**src/synctimer_pkg.sv**
```systemverilog
package synctimer_pkg;

    // ------------------------------
    // timer format
    // ------------------------------

    localparam int TIMER_WIDTH = 64;   // ns

    // per-clock step is NUMERATOR/DENOMINATOR ns
    localparam int NUMERATOR   = 10;
    localparam int DENOMINATOR = 3;

    localparam int STEP_INT  = NUMERATOR / DENOMINATOR;
    localparam int STEP_FRAC = NUMERATOR % DENOMINATOR;

    // remainder accumulator, must hold DENOMINATOR-1
    localparam int FRAC_WIDTH = 2;

    // ------------------------------
    // correction and measurement
    // ------------------------------

    // max phase nudge per adjust frame
    localparam int PHASE_LIMIT = 10;

    // turnaround result, sent as 4 bytes
    localparam int ELAPSED_WIDTH = 32;

endpackage

```
**src/frame_pkg.sv**
```systemverilog
package frame_pkg;

    // byte position counter width on both rings
    localparam int POS_WIDTH = 16;

    // ------------------------------
    // command frame
    // ------------------------------

    typedef enum logic [7:0] {
        cmd_nop    = 8'h00,
        cmd_adjust = 8'h01,
        cmd_set    = 8'h03
    } cmd_op_e;

    localparam int POS_OP       = 0;
    localparam int POS_TIME     = 1;   // little endian
    localparam int TIME_BYTES   = 8;
    localparam int POS_OFFSET   = 9;   // little endian
    localparam int OFFSET_BYTES = 2;

    // ------------------------------
    // response frame
    // ------------------------------

    localparam int RES_SLOT_BASE  = 9;   // first node slot
    localparam int RES_SLOT_BYTES = 4;

endpackage

```
**src/cmd_parser.sv**
```systemverilog
`timescale 1ns/1ps

module cmd_parser (
    input  logic                                  clk,
    input  logic                                  up_reset,
    input  logic                                  cmd_rx_start,
    input  logic                                  cmd_rx_end,
    input  logic                                  cmd_rx_error,
    input  logic [7:0]                            cmd_rx_node,
    input  logic [frame_pkg::POS_WIDTH-1:0]       s_cmd_pos,
    input  logic [7:0]                            s_cmd_data,
    input  logic                                  s_cmd_valid,
    output logic                                  correct_valid,
    output logic                                  correct_override,
    output logic [synctimer_pkg::TIMER_WIDTH-1:0] correct_time,
    output logic                                  frame_done,
    output logic [7:0]                            node_id
);
    import synctimer_pkg::*;
    import frame_pkg::*;

    cmd_op_e                   cmd_op;
    logic [TIMER_WIDTH-1:0]    cmd_time;
    logic [8*OFFSET_BYTES-1:0] cmd_offset;
    logic                      aborted;
    logic                      frame_ok;

    assign frame_ok = cmd_rx_end && !aborted && !cmd_rx_error;

    // ------------------------------
    // field capture
    // ------------------------------

    always_ff @(posedge clk) begin
        if (s_cmd_valid) begin
            if (s_cmd_pos == POS_WIDTH'(POS_OP)) begin
                cmd_op <= cmd_op_e'(s_cmd_data);
            end
            for (int i = 0; i < TIME_BYTES; i++) begin
                if (s_cmd_pos == POS_WIDTH'(POS_TIME + i)) begin
                    cmd_time[8*i +: 8] <= s_cmd_data;
                end
            end
            for (int i = 0; i < OFFSET_BYTES; i++) begin
                if (s_cmd_pos == POS_WIDTH'(POS_OFFSET + i)) begin
                    cmd_offset[8*i +: 8] <= s_cmd_data;
                end
            end
        end
    end

    // error anywhere in the frame kills it
    always_ff @(posedge clk) begin
        if (up_reset) begin
            aborted <= 1'b0;
        end else if (cmd_rx_start) begin
            aborted <= cmd_rx_error;
        end else if (cmd_rx_error) begin
            aborted <= 1'b1;
        end
    end

    // ------------------------------
    // decode at frame end
    // ------------------------------

    always_ff @(posedge clk) begin
        if (up_reset) begin
            frame_done    <= 1'b0;
            correct_valid <= 1'b0;
            node_id       <= '0;
        end else begin
            frame_done    <= frame_ok;
            correct_valid <= frame_ok && (cmd_op != cmd_nop);
            if (cmd_rx_end) begin
                node_id <= cmd_rx_node;
            end
        end
    end

    always_ff @(posedge clk) begin
        if (frame_ok) begin
            correct_time <= cmd_time + TIMER_WIDTH'(cmd_offset);   // master time + offset
            case (cmd_op)
                cmd_nop:    correct_override <= 1'b0;
                cmd_adjust: correct_override <= 1'b0;
                cmd_set:    correct_override <= 1'b1;
                default:    correct_override <= 1'b1;   // unknown op acts as set
            endcase
        end
    end

endmodule

```
**src/timer_core.sv**
```systemverilog
`timescale 1ns/1ps

module timer_core (
    input  logic                                  clk,
    input  logic                                  up_reset,
    input  logic                                  correct_valid,
    input  logic                                  correct_override,
    input  logic [synctimer_pkg::TIMER_WIDTH-1:0] correct_time,
    output logic [synctimer_pkg::TIMER_WIDTH-1:0] current_time
);
    import synctimer_pkg::*;

    logic [FRAC_WIDTH-1:0]         frac_acc;
    logic [FRAC_WIDTH:0]           frac_sum;
    logic                          frac_carry;
    logic [FRAC_WIDTH-1:0]         frac_next;
    logic [TIMER_WIDTH-1:0]        step;
    logic signed [TIMER_WIDTH-1:0] phase_err;
    logic signed [TIMER_WIDTH-1:0] phase_adj;

    // ------------------------------
    // rational step
    // ------------------------------

    // remainder wraps at DENOMINATOR and carries 1 ns into the step
    always_comb begin
        frac_sum   = (FRAC_WIDTH+1)'(frac_acc) + (FRAC_WIDTH+1)'(STEP_FRAC);
        frac_carry = (frac_sum >= (FRAC_WIDTH+1)'(DENOMINATOR));
        if (frac_carry) begin
            frac_next = FRAC_WIDTH'(frac_sum - (FRAC_WIDTH+1)'(DENOMINATOR));
        end else begin
            frac_next = FRAC_WIDTH'(frac_sum);
        end
        step = TIMER_WIDTH'(STEP_INT) + TIMER_WIDTH'(frac_carry);
    end

    // ------------------------------
    // phase error, saturated
    // ------------------------------

    always_comb begin
        phase_err = $signed(correct_time - current_time);
        if (phase_err > $signed(TIMER_WIDTH'(PHASE_LIMIT))) begin
            phase_adj = $signed(TIMER_WIDTH'(PHASE_LIMIT));
        end else if (phase_err < -$signed(TIMER_WIDTH'(PHASE_LIMIT))) begin
            phase_adj = -$signed(TIMER_WIDTH'(PHASE_LIMIT));
        end else begin
            phase_adj = phase_err;
        end
    end

    // ------------------------------
    // timer register
    // ------------------------------

    always_ff @(posedge clk) begin
        if (up_reset) begin
            current_time <= '0;
            frac_acc     <= '0;
        end else if (correct_valid && correct_override) begin
            current_time <= correct_time;   // hard set
            frac_acc     <= '0;
        end else if (correct_valid) begin
            // nudge on top of normal step
            current_time <= current_time + step + $unsigned(phase_adj);
            frac_acc     <= frac_next;
        end else begin
            current_time <= current_time + step;
            frac_acc     <= frac_next;
        end
    end

endmodule

```
**src/turnaround_meter.sv**
```systemverilog
`timescale 1ns/1ps

module turnaround_meter (
    input  logic                                    clk,
    input  logic                                    up_reset,
    input  logic                                    frame_done,
    input  logic                                    correct_override,
    input  logic [synctimer_pkg::TIMER_WIDTH-1:0]   correct_time,
    input  logic [synctimer_pkg::TIMER_WIDTH-1:0]   current_time,
    input  logic                                    res_rx_start,
    output logic [synctimer_pkg::ELAPSED_WIDTH-1:0] elapsed_time
);
    import synctimer_pkg::*;

    logic [ELAPSED_WIDTH-1:0] start_time;
    logic [ELAPSED_WIDTH-1:0] now_low;

    assign now_low = current_time[ELAPSED_WIDTH-1:0];

    // after a set the timer jumps, so start from the target
    always_ff @(posedge clk) begin
        if (up_reset) begin
            start_time <= '0;
        end else if (frame_done) begin
            if (correct_override) begin
                start_time <= correct_time[ELAPSED_WIDTH-1:0];
            end else begin
                start_time <= now_low;
            end
        end
    end

    // command end to response start
    always_ff @(posedge clk) begin
        if (up_reset) begin
            elapsed_time <= '0;
        end else if (res_rx_start) begin
            elapsed_time <= now_low - start_time;   // wraps mod 2^32
        end
    end

endmodule

```
**src/response_inserter.sv**
```systemverilog
`timescale 1ns/1ps

module response_inserter (
    input  logic                                    clk,
    input  logic                                    up_reset,
    input  logic [7:0]                              node_id,
    input  logic [synctimer_pkg::ELAPSED_WIDTH-1:0] elapsed_time,
    input  logic [frame_pkg::POS_WIDTH-1:0]         s_res_pos,
    input  logic                                    s_res_valid,
    output logic [7:0]                              m_res_data,
    output logic                                    m_res_valid
);
    import synctimer_pkg::*;
    import frame_pkg::*;

    logic [POS_WIDTH-1:0] slot_base;
    logic                 slot_hit;
    logic [7:0]           slot_byte;

    // node n owns bytes base + 4n .. base + 4n + 3
    assign slot_base = POS_WIDTH'(RES_SLOT_BASE)
                     + POS_WIDTH'(node_id) * POS_WIDTH'(RES_SLOT_BYTES);

    always_comb begin
        slot_hit  = 1'b0;
        slot_byte = '0;
        for (int k = 0; k < RES_SLOT_BYTES; k++) begin
            if (s_res_pos == slot_base + POS_WIDTH'(k)) begin
                slot_hit  = 1'b1;
                slot_byte = elapsed_time[8*k +: 8];   // little endian
            end
        end
    end

    // ------------------------------
    // output register
    // ------------------------------

    always_ff @(posedge clk) begin
        if (up_reset) begin
            m_res_valid <= 1'b0;
        end else begin
            m_res_valid <= s_res_valid && slot_hit;
        end
    end

    always_ff @(posedge clk) begin
        if (s_res_valid && slot_hit) begin
            m_res_data <= slot_byte;
        end
    end

endmodule

```
**src/synctimer_slave.sv**
```systemverilog
`timescale 1ns/1ps

module synctimer_slave (
    input  logic                                  clk,
    input  logic                                  up_reset,

    // command ring
    input  logic                                  cmd_rx_start,
    input  logic                                  cmd_rx_end,
    input  logic                                  cmd_rx_error,
    input  logic [7:0]                            cmd_rx_node,
    input  logic [frame_pkg::POS_WIDTH-1:0]       s_cmd_pos,
    input  logic [7:0]                            s_cmd_data,
    input  logic                                  s_cmd_valid,

    // response ring
    input  logic                                  res_rx_start,
    input  logic [frame_pkg::POS_WIDTH-1:0]       s_res_pos,
    input  logic                                  s_res_valid,
    output logic [7:0]                            m_res_data,
    output logic                                  m_res_valid,

    output logic [synctimer_pkg::TIMER_WIDTH-1:0] current_time
);
    import synctimer_pkg::*;

    logic                     correct_valid;
    logic                     correct_override;
    logic [TIMER_WIDTH-1:0]   correct_time;
    logic                     frame_done;
    logic [7:0]               node_id;
    logic [ELAPSED_WIDTH-1:0] elapsed_time;

    // ------------------------------
    // command side
    // ------------------------------

    cmd_parser u_cmd_parser (
        .clk              (clk),
        .up_reset         (up_reset),
        .cmd_rx_start     (cmd_rx_start),
        .cmd_rx_end       (cmd_rx_end),
        .cmd_rx_error     (cmd_rx_error),
        .cmd_rx_node      (cmd_rx_node),
        .s_cmd_pos        (s_cmd_pos),
        .s_cmd_data       (s_cmd_data),
        .s_cmd_valid      (s_cmd_valid),
        .correct_valid    (correct_valid),
        .correct_override (correct_override),
        .correct_time     (correct_time),
        .frame_done       (frame_done),
        .node_id          (node_id)
    );

    // ------------------------------
    // timer and turnaround
    // ------------------------------

    timer_core u_timer_core (
        .clk              (clk),
        .up_reset         (up_reset),
        .correct_valid    (correct_valid),
        .correct_override (correct_override),
        .correct_time     (correct_time),
        .current_time     (current_time)
    );

    turnaround_meter u_turnaround_meter (
        .clk              (clk),
        .up_reset         (up_reset),
        .frame_done       (frame_done),
        .correct_override (correct_override),
        .correct_time     (correct_time),
        .current_time     (current_time),
        .res_rx_start     (res_rx_start),
        .elapsed_time     (elapsed_time)
    );

    // response side
    response_inserter u_response_inserter (
        .clk          (clk),
        .up_reset     (up_reset),
        .node_id      (node_id),
        .elapsed_time (elapsed_time),
        .s_res_pos    (s_res_pos),
        .s_res_valid  (s_res_valid),
        .m_res_data   (m_res_data),
        .m_res_valid  (m_res_valid)
    );

endmodule

```
**config.mk**
```make
export PLATFORM = sky130hd
export DESIGN_NAME = synctimer_slave
export DESIGN_NICKNAME = d
export VERILOG_FILES = /design/src/synctimer_pkg.sv /design/src/frame_pkg.sv /design/src/cmd_parser.sv /design/src/timer_core.sv /design/src/turnaround_meter.sv /design/src/response_inserter.sv /design/src/synctimer_slave.sv
export SDC_FILE = /design/constraint.sdc
export NUM_CORES = 1
export LEC_CHECK = 0
export ABC_AREA = 1
export BUFFER_PORTS_ARGS = -buffer_cell sky130_fd_sc_hd__buf_2
export CAP_MARGIN = 20
export CORE_MARGIN = 1
export CORE_UTILIZATION = 40
export CTS_CLUSTER_SIZE = 20
export DETAILED_ROUTE_END_ITERATION = 8
export PLACE_DENSITY = 0.56
export SYNTH_ARGS = -nofsm -noshare
export SYNTH_HDL_FRONTEND = slang
export SYNTH_SLANG_ARGS = --single-unit
```
**constraint.sdc**
```tcl
create_clock -name clk -period 10.65 [get_ports clk]
set_input_delay 1.065 -clock clk [delete_from_list [all_inputs] [get_ports clk]]
set_output_delay 1.065 -clock clk [all_outputs]
set_load 0.05 [all_outputs]
```
## Word-level counts from Yosys, hierarchy flattened

Cells that the tools add are included.

| operators by class | value |
|---|---|
| add/subtract/negate cells | 12 |
| magnitude comparators | 3 |
| equal/unequal tests | 15 |
| mux-type cells | 17 |
| reductions and logical operators | 24 |

Operator list:

| kind | number |
|---|---|
| 64-bit two-way mux | 4 |
| 64-bit adder | 2 |
| 64-bit by 16-bit adder with 64-bit output | 1 |
| 16-bit equality test | 4 |
| 16-bit by 3-bit equality test with 1-bit output, second input constant | 4 |
| 64-bit by 5-bit greater-than comparator with 1-bit output, second input constant | 1 |
| 64-bit by 5-bit < comparator with 1-bit output, second input constant | 1 |
| 64-bit subtractor | 1 |
| 16-bit by 4-bit equality test with 1-bit output, second input constant | 3 |
| 16-bit by 2-bit adder with 16-bit output, second input constant | 2 |
| 16-bit by 2-bit equality test with 1-bit output, second input constant | 2 |
| 32-bit two-way mux | 1 |
| 8-bit two-way mux | 4 |
| 32-bit subtractor | 1 |
| 2-bit AND reduction | 11 |
| 16-bit by 1-bit adder with 16-bit output, second input constant | 1 |
| 16-bit by 1-bit equality test with 1-bit output, second input constant | 1 |
| 16-bit zero test | 1 |
| 4-bit by 10-bit adder with 11-bit output, first input constant | 1 |
| 8-bit by 1-bit equality test with 1-bit output, second input constant | 1 |
| 8-bit zero test | 1 |
| 8-bit nonzero test | 1 |
| 1-bit two-way mux | 7 |
| 1-bit logical AND | 5 |
| 8 further kinds | 10 |

| word-level totals | value |
|---|---|
| register bits after elaboration | 303 |
| input bits | 56 |
| output and inout port bits | 73 |
| word-level logic and storage cells | 94 |

## Depth between registers and ports, before layout

Gate-level depths: netlist of run 1.

| depth | value |
|---|---|
| word-level depth | 7 |
| mapped depth | 50 |

## Hierarchy

From an unflattened synthesis of run 1, not the netlist that was laid out.

| unflattened totals | value |
|---|---|
| cells, all modules | 5,184 |
| area total of the unflattened synthesis | 31,074.8 sq um |

By module, submodules not included:

| module | times used | cells each | area an instance (sq um) |
|---|---|---|---|
| timer_core | 1 | 3,106 | 16,002.8 |
| cmd_parser | 1 | 911 | 8,376.8 |
| turnaround_meter | 1 | 915 | 5,218.8 |
| response_inserter | 1 | 252 | 1,476.4 |

## Worst setup path before layout of run 1

No wires, ideal clock.

| path | value |
|---|---|
| path type | input to register |
| start | input port cmd_rx_end |
| end | register u_cmd_parser.correct_valid |
| library setup time | 76 ps |
| arrival time | 6,083 ps |
| data required time | 10,574 ps |
| setup slack | 4,492 ps |
| stages on the path | 5 |
| cell sequence | inv_1 -> nor3_1 -> inv_1 -> nor2_1 -> a21boi_0 |

| between the ends | value |
|---|---|
| longest elaborated chain between the ends | 3 |

Ends and longest elaborated chain:

| element | line | RTL |
|---|---|---|
| start, declared | synctimer_slave.sv:9 | `input logic cmd_rx_end,` |
| 1-bit logical AND (2 in a row) | cmd_parser.sv:28 | `assign frame_ok = cmd_rx_end && !aborted && !cmd_rx_error;` |
| named net u_cmd_parser.frame_ok | cmd_parser.sv:26 | `logic frame_ok;` |
| 1-bit logical AND | cmd_parser.sv:74 | `correct_valid <= frame_ok && (cmd_op != cmd_nop);` |
| end signal, assigned | cmd_parser.sv:74 |  |
| end, declared | cmd_parser.sv:13 | `output logic correct_valid,` |

The timed path passes the listed nets, and every way through them passes these cells.
A chain may end at the register's enable or synchronous reset.

## Worst setup path in the final report of run 1

| path | value |
|---|---|
| start | register u_timer_core.current_time[3] (netlist name) |
| end | register u_timer_core.current_time[36] (netlist name) |

| between the ends | value |
|---|---|
| longest elaborated chain between the ends | 7 |

Ends and longest elaborated chain:

| element | line | RTL |
|---|---|---|
| start, declared | timer_core.sv:9 | `output logic [synctimer_pkg::TIMER_WIDTH-1:0] current_time` |
| start signal, assigned | timer_core.sv:61 | `current_time <= correct_time;` |
| start signal, assigned | timer_core.sv:65 | `current_time <= current_time + step + $unsigned(phase_adj);` |
| start signal, assigned | timer_core.sv:68 | `current_time <= current_time + step;` |
| 64-bit subtractor | timer_core.sv:42 | `phase_err = $signed(correct_time - current_time);` |
| 64-bit by 5-bit < comparator with 1-bit output | timer_core.sv:45 | `end else if (phase_err < -$signed(TIMER_WIDTH'(PHASE_LIMIT))) begin` |
| 64-bit two-way mux | timer_core.sv:45 |  |
| 64-bit two-way mux | timer_core.sv:43 | `if (phase_err > $signed(TIMER_WIDTH'(PHASE_LIMIT))) begin` |
| 64-bit adder | timer_core.sv:65 |  |
| 64-bit two-way mux (*) | timer_core.sv:63 | `end else if (correct_valid) begin` |
| 64-bit two-way mux (*) | timer_core.sv:60 | `end else if (correct_valid && correct_override) begin` |

Every way passes the cells marked *; elsewhere a longest branch is shown, timed or not.

==> impl_metrics.ini, run 1 <==
[cts]
clock_latency_ns = 0.59
cts_buffers = 38
clock-root-buffer = clkbuf_16
postCtsHoldBufs = 0
clk_pin_slew_worst_paths_ns = 0.06
clockBufferDepth = 3
cts_sinks = 303
h-tree-depth = 2
cts_setup_buffers = 0
cts-resized-gates = 0
tritoncts = yes

[synth]
yosys.cell_types.count = 70
netlist_area_sq_um = 28410
ys_seq_area_share_pct = 27.02
syn_inst = 4445
synth_area_per_cell_sq_um = 6.392
async_flop_share_pct = 0
syn_nets = 4692
synth_edf_count = 161
ys.flop_type = edfxtp_1
yosysWarnings = 0
synth_seq_cells = 303

[critical_path]
crit_path_max_fanout = 36
worst_setup_path_end_kind = flop
cp_top_family = simple AND/OR/NAND/NOR gates
critPathLaunchType = flop
slowest_stage = o21ai_1
critPathMaxStageDelay_ns = 0.57
required_ns = 11.06
criticalPathCategory = flop to flop
cp.arrival_ns = 8.07
critPathBufInv = 9

[timing]
hold_violations = 0
period_share_pct = 71.90
worst_slack_ns = 2.993
slew_viol_final = 0
rsz0062_at_grt = false
tns_ns = 0
skew_ns = 0.04003
worst_slew_pin_slew_ns = 1.052
setup_viol = 0
fmax_mhz = 130.6
relSlewSlack_pct = 29.88
min_period_ns = 7.657
hold_ws_ns = 0.4623

[floorplan]
die_width_microns = 268.5
die-area_sq_um = 72100
ios = 129
chipHeight_microns = 268.5
rows = 97
core_sq_um = 70150
start_util_pct = 40.50

[place]
port_buffers = 128
pre_cts_slack_ns = 3.210
hpwl_microns = 90950
routabilityCongestion = 1.005

[layout]
seq_area_sq_um = 7679
fill_cells = 7685
final_nets = 4803
num_antenna_cells = 0
syn2layout_area_growth_pct = 10.53
layout-drive-gt1-share_pct = 6.350
fin_util_pct = 44.76
multi_input_area_sq_um = 17020

[detailed_routing]
via_per_inst = 5.263
ant_nets = 0
first_pass_iters = 6
wl_per_cell_microns = 19.76
drtIter0Drc = 2744
num_vias = 29070
drc = 0
finalWirelength_microns = 109100

[run]
maxCapViolCount = 0

[global_route]
grt.total_usage_pct = 29.94
grt_pass1_wl_microns = 162800
first_global_vias = 27155
antenna_found_initial = 0
grt.overflow.total = 0
grt_max_degree = 71

[pwr]
power.density_nw_per_um2 = 134.9
fin_total_pwr_uw = 4236
irDropWorstVdd_v = 0.0001150
p_leak_uw = 0.01587

[min_path]
hp-class = flop to flop

[outcome]
outcome = finished, final reports clean
[power by group]
part           internal, uW  leakage, uW  switching [uW]
sequential             1280      0.00265            55.3
combinational           455       0.0126            1050
clock                   851     0.000652             544
total                  2590       0.0159            1650
[cells in the final DEF (no fill, tap or decap), types with 38 or more instances in the layout]
master     instances
a21oi_1          261
a31oi_1           92
buf_2            128
clkbuf_16         38
dfxtp_1          141
edfxtp_1         161
ha_1             186
inv_1            895
nand2_1         1266
nand3_1          143
nand4_1           65
nor2_1           363
nor3_1            81
nor4_1            43
o211ai_1          75
o21ai_0          182
xnor2_1           50
xor2_1           139
[synthesized netlist by cell type (14+ instances only)]
| cell type | n | share of area, % |
|---|---|---|
| nand2_1 | 1267 | 17 |
| inv_1 | 895 | 12 |
| nor2_1 | 363 | 4.8 |
| a21oi_1 | 261 | 4.6 |
| ha_1 | 186 | 8.2 |
| o21ai_0 | 182 | 3.2 |
| edfxtp_1 | 161 | 17 |
| nand3_1 | 143 | 2.5 |
| dfxtp_1 | 142 | 10 |
| xor2_1 | 139 | 4.3 |
| a31oi_1 | 92 | 2.0 |
| nor3_1 | 82 | 1.4 |
| o211ai_1 | 75 | 2.0 |
| nand4_1 | 65 | 1.4 |
| clkbuf_1 | 57 | 0.75 |
| xnor2_1 | 50 | 1.5 |
| nor4_1 | 43 | 0.95 |
| nand3b_1 | 32 | 0.85 |
| nor2_2 | 15 | 0.33 |
| or2_2 | 14 | 0.31 |
[logic make-up (layout without fill, tap and decap cells)]
logic type / count (synthesis) / count (layout) / synth area share, %
buffers and inverters: 979 / 1117 / 13.10
DFF: 303 / 303 / 27.02
adders and majority gates: 191 / 191 / 8.544
AOI/OAI and AO/OA: 700 / 700 / 14.32
xor gates and xnor gates: 191 / 191 / 5.941
and+or+nand+nor: 2081 / 2081 / 31.07
[final timing paths]
path	from	endpoint	slack (ns)	depth (start not counted)
worst max-delay path	u_timer_core.current_time[3]	u_timer_core.current_time[36]	2.99	40
worst min-delay path	u_timer_core.frac_acc[0]	u_timer_core.frac_acc[1]	0.46	2
worst max register to register	u_timer_core.current_time[3]	u_timer_core.current_time[36]	2.99	40
worst min register to register	u_timer_core.frac_acc[0]	u_timer_core.frac_acc[1]	0.46	2
[worst min-delay path, delay by kind of cell, from the launching register on]
kind	cells	cell delay, ns
DFF	1	0.31
and+or+nand+nor	2	0.11
[state kept, by name, summed over array words and instances, names as in the netlist]
signal / count
u_cmd_parser.correct_override: 1
u_cmd_parser.cmd_op: 8
u_cmd_parser.cmd_time: 64
u_timer_core.frac_acc: 2
u_cmd_parser.cmd_offset: 16
u_cmd_parser.correct_valid: 1
u_response_inserter.m_res_data: 8
u_turnaround_meter.start_time: 32
u_cmd_parser.node_id: 8
u_timer_core.current_time: 64
u_turnaround_meter.elapsed_time: 32
u_cmd_parser.correct_time: 64
u_cmd_parser.frame_done: 1
u_cmd_parser.aborted: 1
u_response_inserter.m_res_valid: 1
[area by class of cell]
cell class,instances,share of cell area [%]
Clock buffer,51,3.375
Tap cell,940,3.745
Sequential cell,303,24.45
Timing Repair Buffer,144,2.486
Clock inverter,16,0.9125
Multi-Input combinational cell,3163,54.20
Inverter,906,10.83
[per-stage QoR]
step           instance area, sq um  cells
2_1_floorplan                 28410   4445
3_3_place_gp                  30030   5455
3_5_place_dp                  30030   5455
4_1_cts                       31370   5522
5_1_grt                       31400   5523
6_report                      31400   5523
[metal layers]
metal | vias up | global-route usage (%) | wire (microns)
li1 | 14522 | - | -
met1 | 13375 | 42.84 | 50750
met2 | 1045 | 46.61 | 46970
met3 | 128 | 4.776 | 8707
met4 | 0 | 7.494 | 2720
met5 | - | 0 | 0
(Power assumes the default switching activity.)
==> inputs of run 2 (changes only) <==
--- a/config.mk
+++ b/config.mk
@@ -12,7 +12,7 @@
 export CORE_UTILIZATION = 40
 export CTS_CLUSTER_SIZE = 20
 export DETAILED_ROUTE_END_ITERATION = 8
-export PLACE_DENSITY = 0.56
+export PLACE_DENSITY = 0.58
 export SYNTH_ARGS = -nofsm -noshare
 export SYNTH_HDL_FRONTEND = slang
 export SYNTH_SLANG_ARGS = --single-unit
==> constraint.sdc (replaced) <==
create_clock -name clk -period 6.9 [get_ports clk]
set_input_delay 0.69 -clock clk [delete_from_list [all_inputs] [get_ports clk]]
set_output_delay 0.69 -clock clk [all_outputs]
set_load 0.05 [all_outputs]
==> impl_metrics.ini, run 2 (synthesis results as in run 1) <==
[cts]
clk_pin_slew_worst_paths_ns = 0.06
clockBufferDepth = 3
clock-root-buffer = clkbuf_16
cts_buffers = 39
cts_sinks = 303
h-tree-depth = 2
tritoncts = yes
clock_latency_ns = 0.59

[timing]
slew_viol_final = 0
hold_ws_ns = 0.3518
period_share_pct = 94.49
setup_viol = 0
worst_slew_pin_slew_ns = 1.015
fmax_mhz = 153.4
min_period_ns = 6.520
hold_violations = 0
tns_ns = 0
skew_ns = 0.05285
relSlewSlack_pct = 31.78

[layout]
layout_common_cells = nand2_1 (1,256), inv_1 (891), nor2_1 (351)
fin_cells = 5613
fill_cells = 7511
final_common_cell = nand2_1
top_regs = u_cmd_parser.cmd_time x64, u_cmd_parser.correct_time x64, u_timer_core.current_time x64
fin_util_pct = 45.99
num_antenna_cells = 0
syn2layout_area_growth_pct = 13.54
postLayoutCellArea_sq_um = 32260
final_nets = 4892
layout-drive-gt1-share_pct = 9.544

[detailed_routing]
via_per_inst = 5.257
num_vias = 29509
wl_per_cell_microns = 19.52
ant_nets = 0
finalWirelength_microns = 109500
drtIter0Drc = 2619
drc = 0
first_pass_iters = 6

[min_path]
min_from = cmd_rx_error
hp-class = input pin to flop
min_path_cells = 3
hold_path_end = u_cmd_parser.aborted

[global_route]
grt.overflow.total = 0
grt_max_degree = 67
antenna_found_initial = 1
first_global_vias = 27234
grt.total_usage_pct = 30.06
grt_pass1_wl_microns = 163200

[run]
maxCapViolCount = 0

[critical_path]
cp.arrival_ns = 6.95
crit_path_max_fanout = 27
required_ns = 7.33
timing.rr.start = u_timer_core.current_time[35]
criticalPathCategory = flop to flop
slowest_stage = dfxtp_1
worst-r2r-cell-count = 39
reg2reg_to = u_timer_core.current_time[36]
worst_setup_path_end_kind = flop
critPathMaxStageDelay_ns = 0.45
worst-r2r-setup-slack_ns = 0.38
critPathLaunchType = flop

[floorplan]
die_width_microns = 268.5
chipHeight_microns = 268.5
ios = 129
die-area_sq_um = 72100
rows = 97
start_util_pct = 40.50
core_sq_um = 70150

[pwr]
p_leak_uw = 0.01632
irDropWorstVdd_v = 0.0001896
power.density_nw_per_um2 = 203.6

[place]
routabilityCongestion = 1.053
hpwl_microns = 91240
port_buffers = 128
placed_cells = 5534
place_area_sq_um = 30630

[outcome]
outcome = finished, final reports clean
## run 2: worst max-delay path by stage
stage                     slack, ns                          start                             to  depth (start not counted)
after global routing          -0.06   u_cmd_parser.correct_time[0]  u_timer_core.current_time[63]                         44
final                          0.38  u_timer_core.current_time[35]  u_timer_core.current_time[36]                         39
after global placement         0.11   u_timer_core.current_time[8]  u_timer_core.current_time[55]                         36
after floorplan                0.76   u_timer_core.current_time[1]  u_timer_core.current_time[54]                         45
after CTS                      0.01   u_timer_core.current_time[8]  u_timer_core.current_time[36]                         42
after detailed placement       0.02   u_timer_core.current_time[8]  u_timer_core.current_time[36]                         39
## run 2: metrics by stage
step | total power (uW) | setup WS [ns]
4_1_cts | 6508 | 0.01228
3_3_place_gp | 4442 | 0.1056
2_1_floorplan | 3696 | 0.7565
5_1_grt | 6925 | -0.06144
6_report | 6567 | 0.3801
3_5_place_dp | 4432 | 0.01967
## run 2: layout make-up
cell class	count	area [sq um]	area share [%]
clock buffers	45	998.5	3.095
flip-flops and latches	303	7689	23.83
clock inverters	24	265.3	0.8223
multi-input cells	3163	17270	53.54
repair buffers	232	1454	4.507
inverters	906	3405	10.55
well taps	940	1176	3.646
## run 2: worst max-delay path: cells and delay by family, from the launching register on
family | cells | cell delay [ns]
flops | 1 | 0.45
buf+inv | 9 | 1.10
fa+ha+maj | 4 | 1.09
simple gates | 17 | 2.17
compound gates | 8 | 1.38
xor+xnor | 1 | 0.16
## run 2: metal layers
layer / GRT usage, % / part of all wire [%] / vias to the layer above
li1: - / - / 14710
met1: 42.17 / 45 / 13483
met2: 46.79 / 43 / 1163
met3: 5.680 / 9.3 / 151
met4: 8.385 / 2.7 / 2
met5: 0 / 0.0073 / -
## run 2: timing repair
action                                  4_1_cts  5_1_grt
pin swaps                                     0        5
endpoints found under the setup margin        1       44
hold buffers                                  0        0
resized for setup                             1       69
setup buffers                                 0        9
## run 2: power by group
group	leakage, uW	switching, uW	internal [uW]	total, uW
clock network	0.000617	861	1200	2060
logic	0.0131	1680	775	2460
registers	0.00265	68.3	1980	2050
total	0.0163	2610	3960	6570
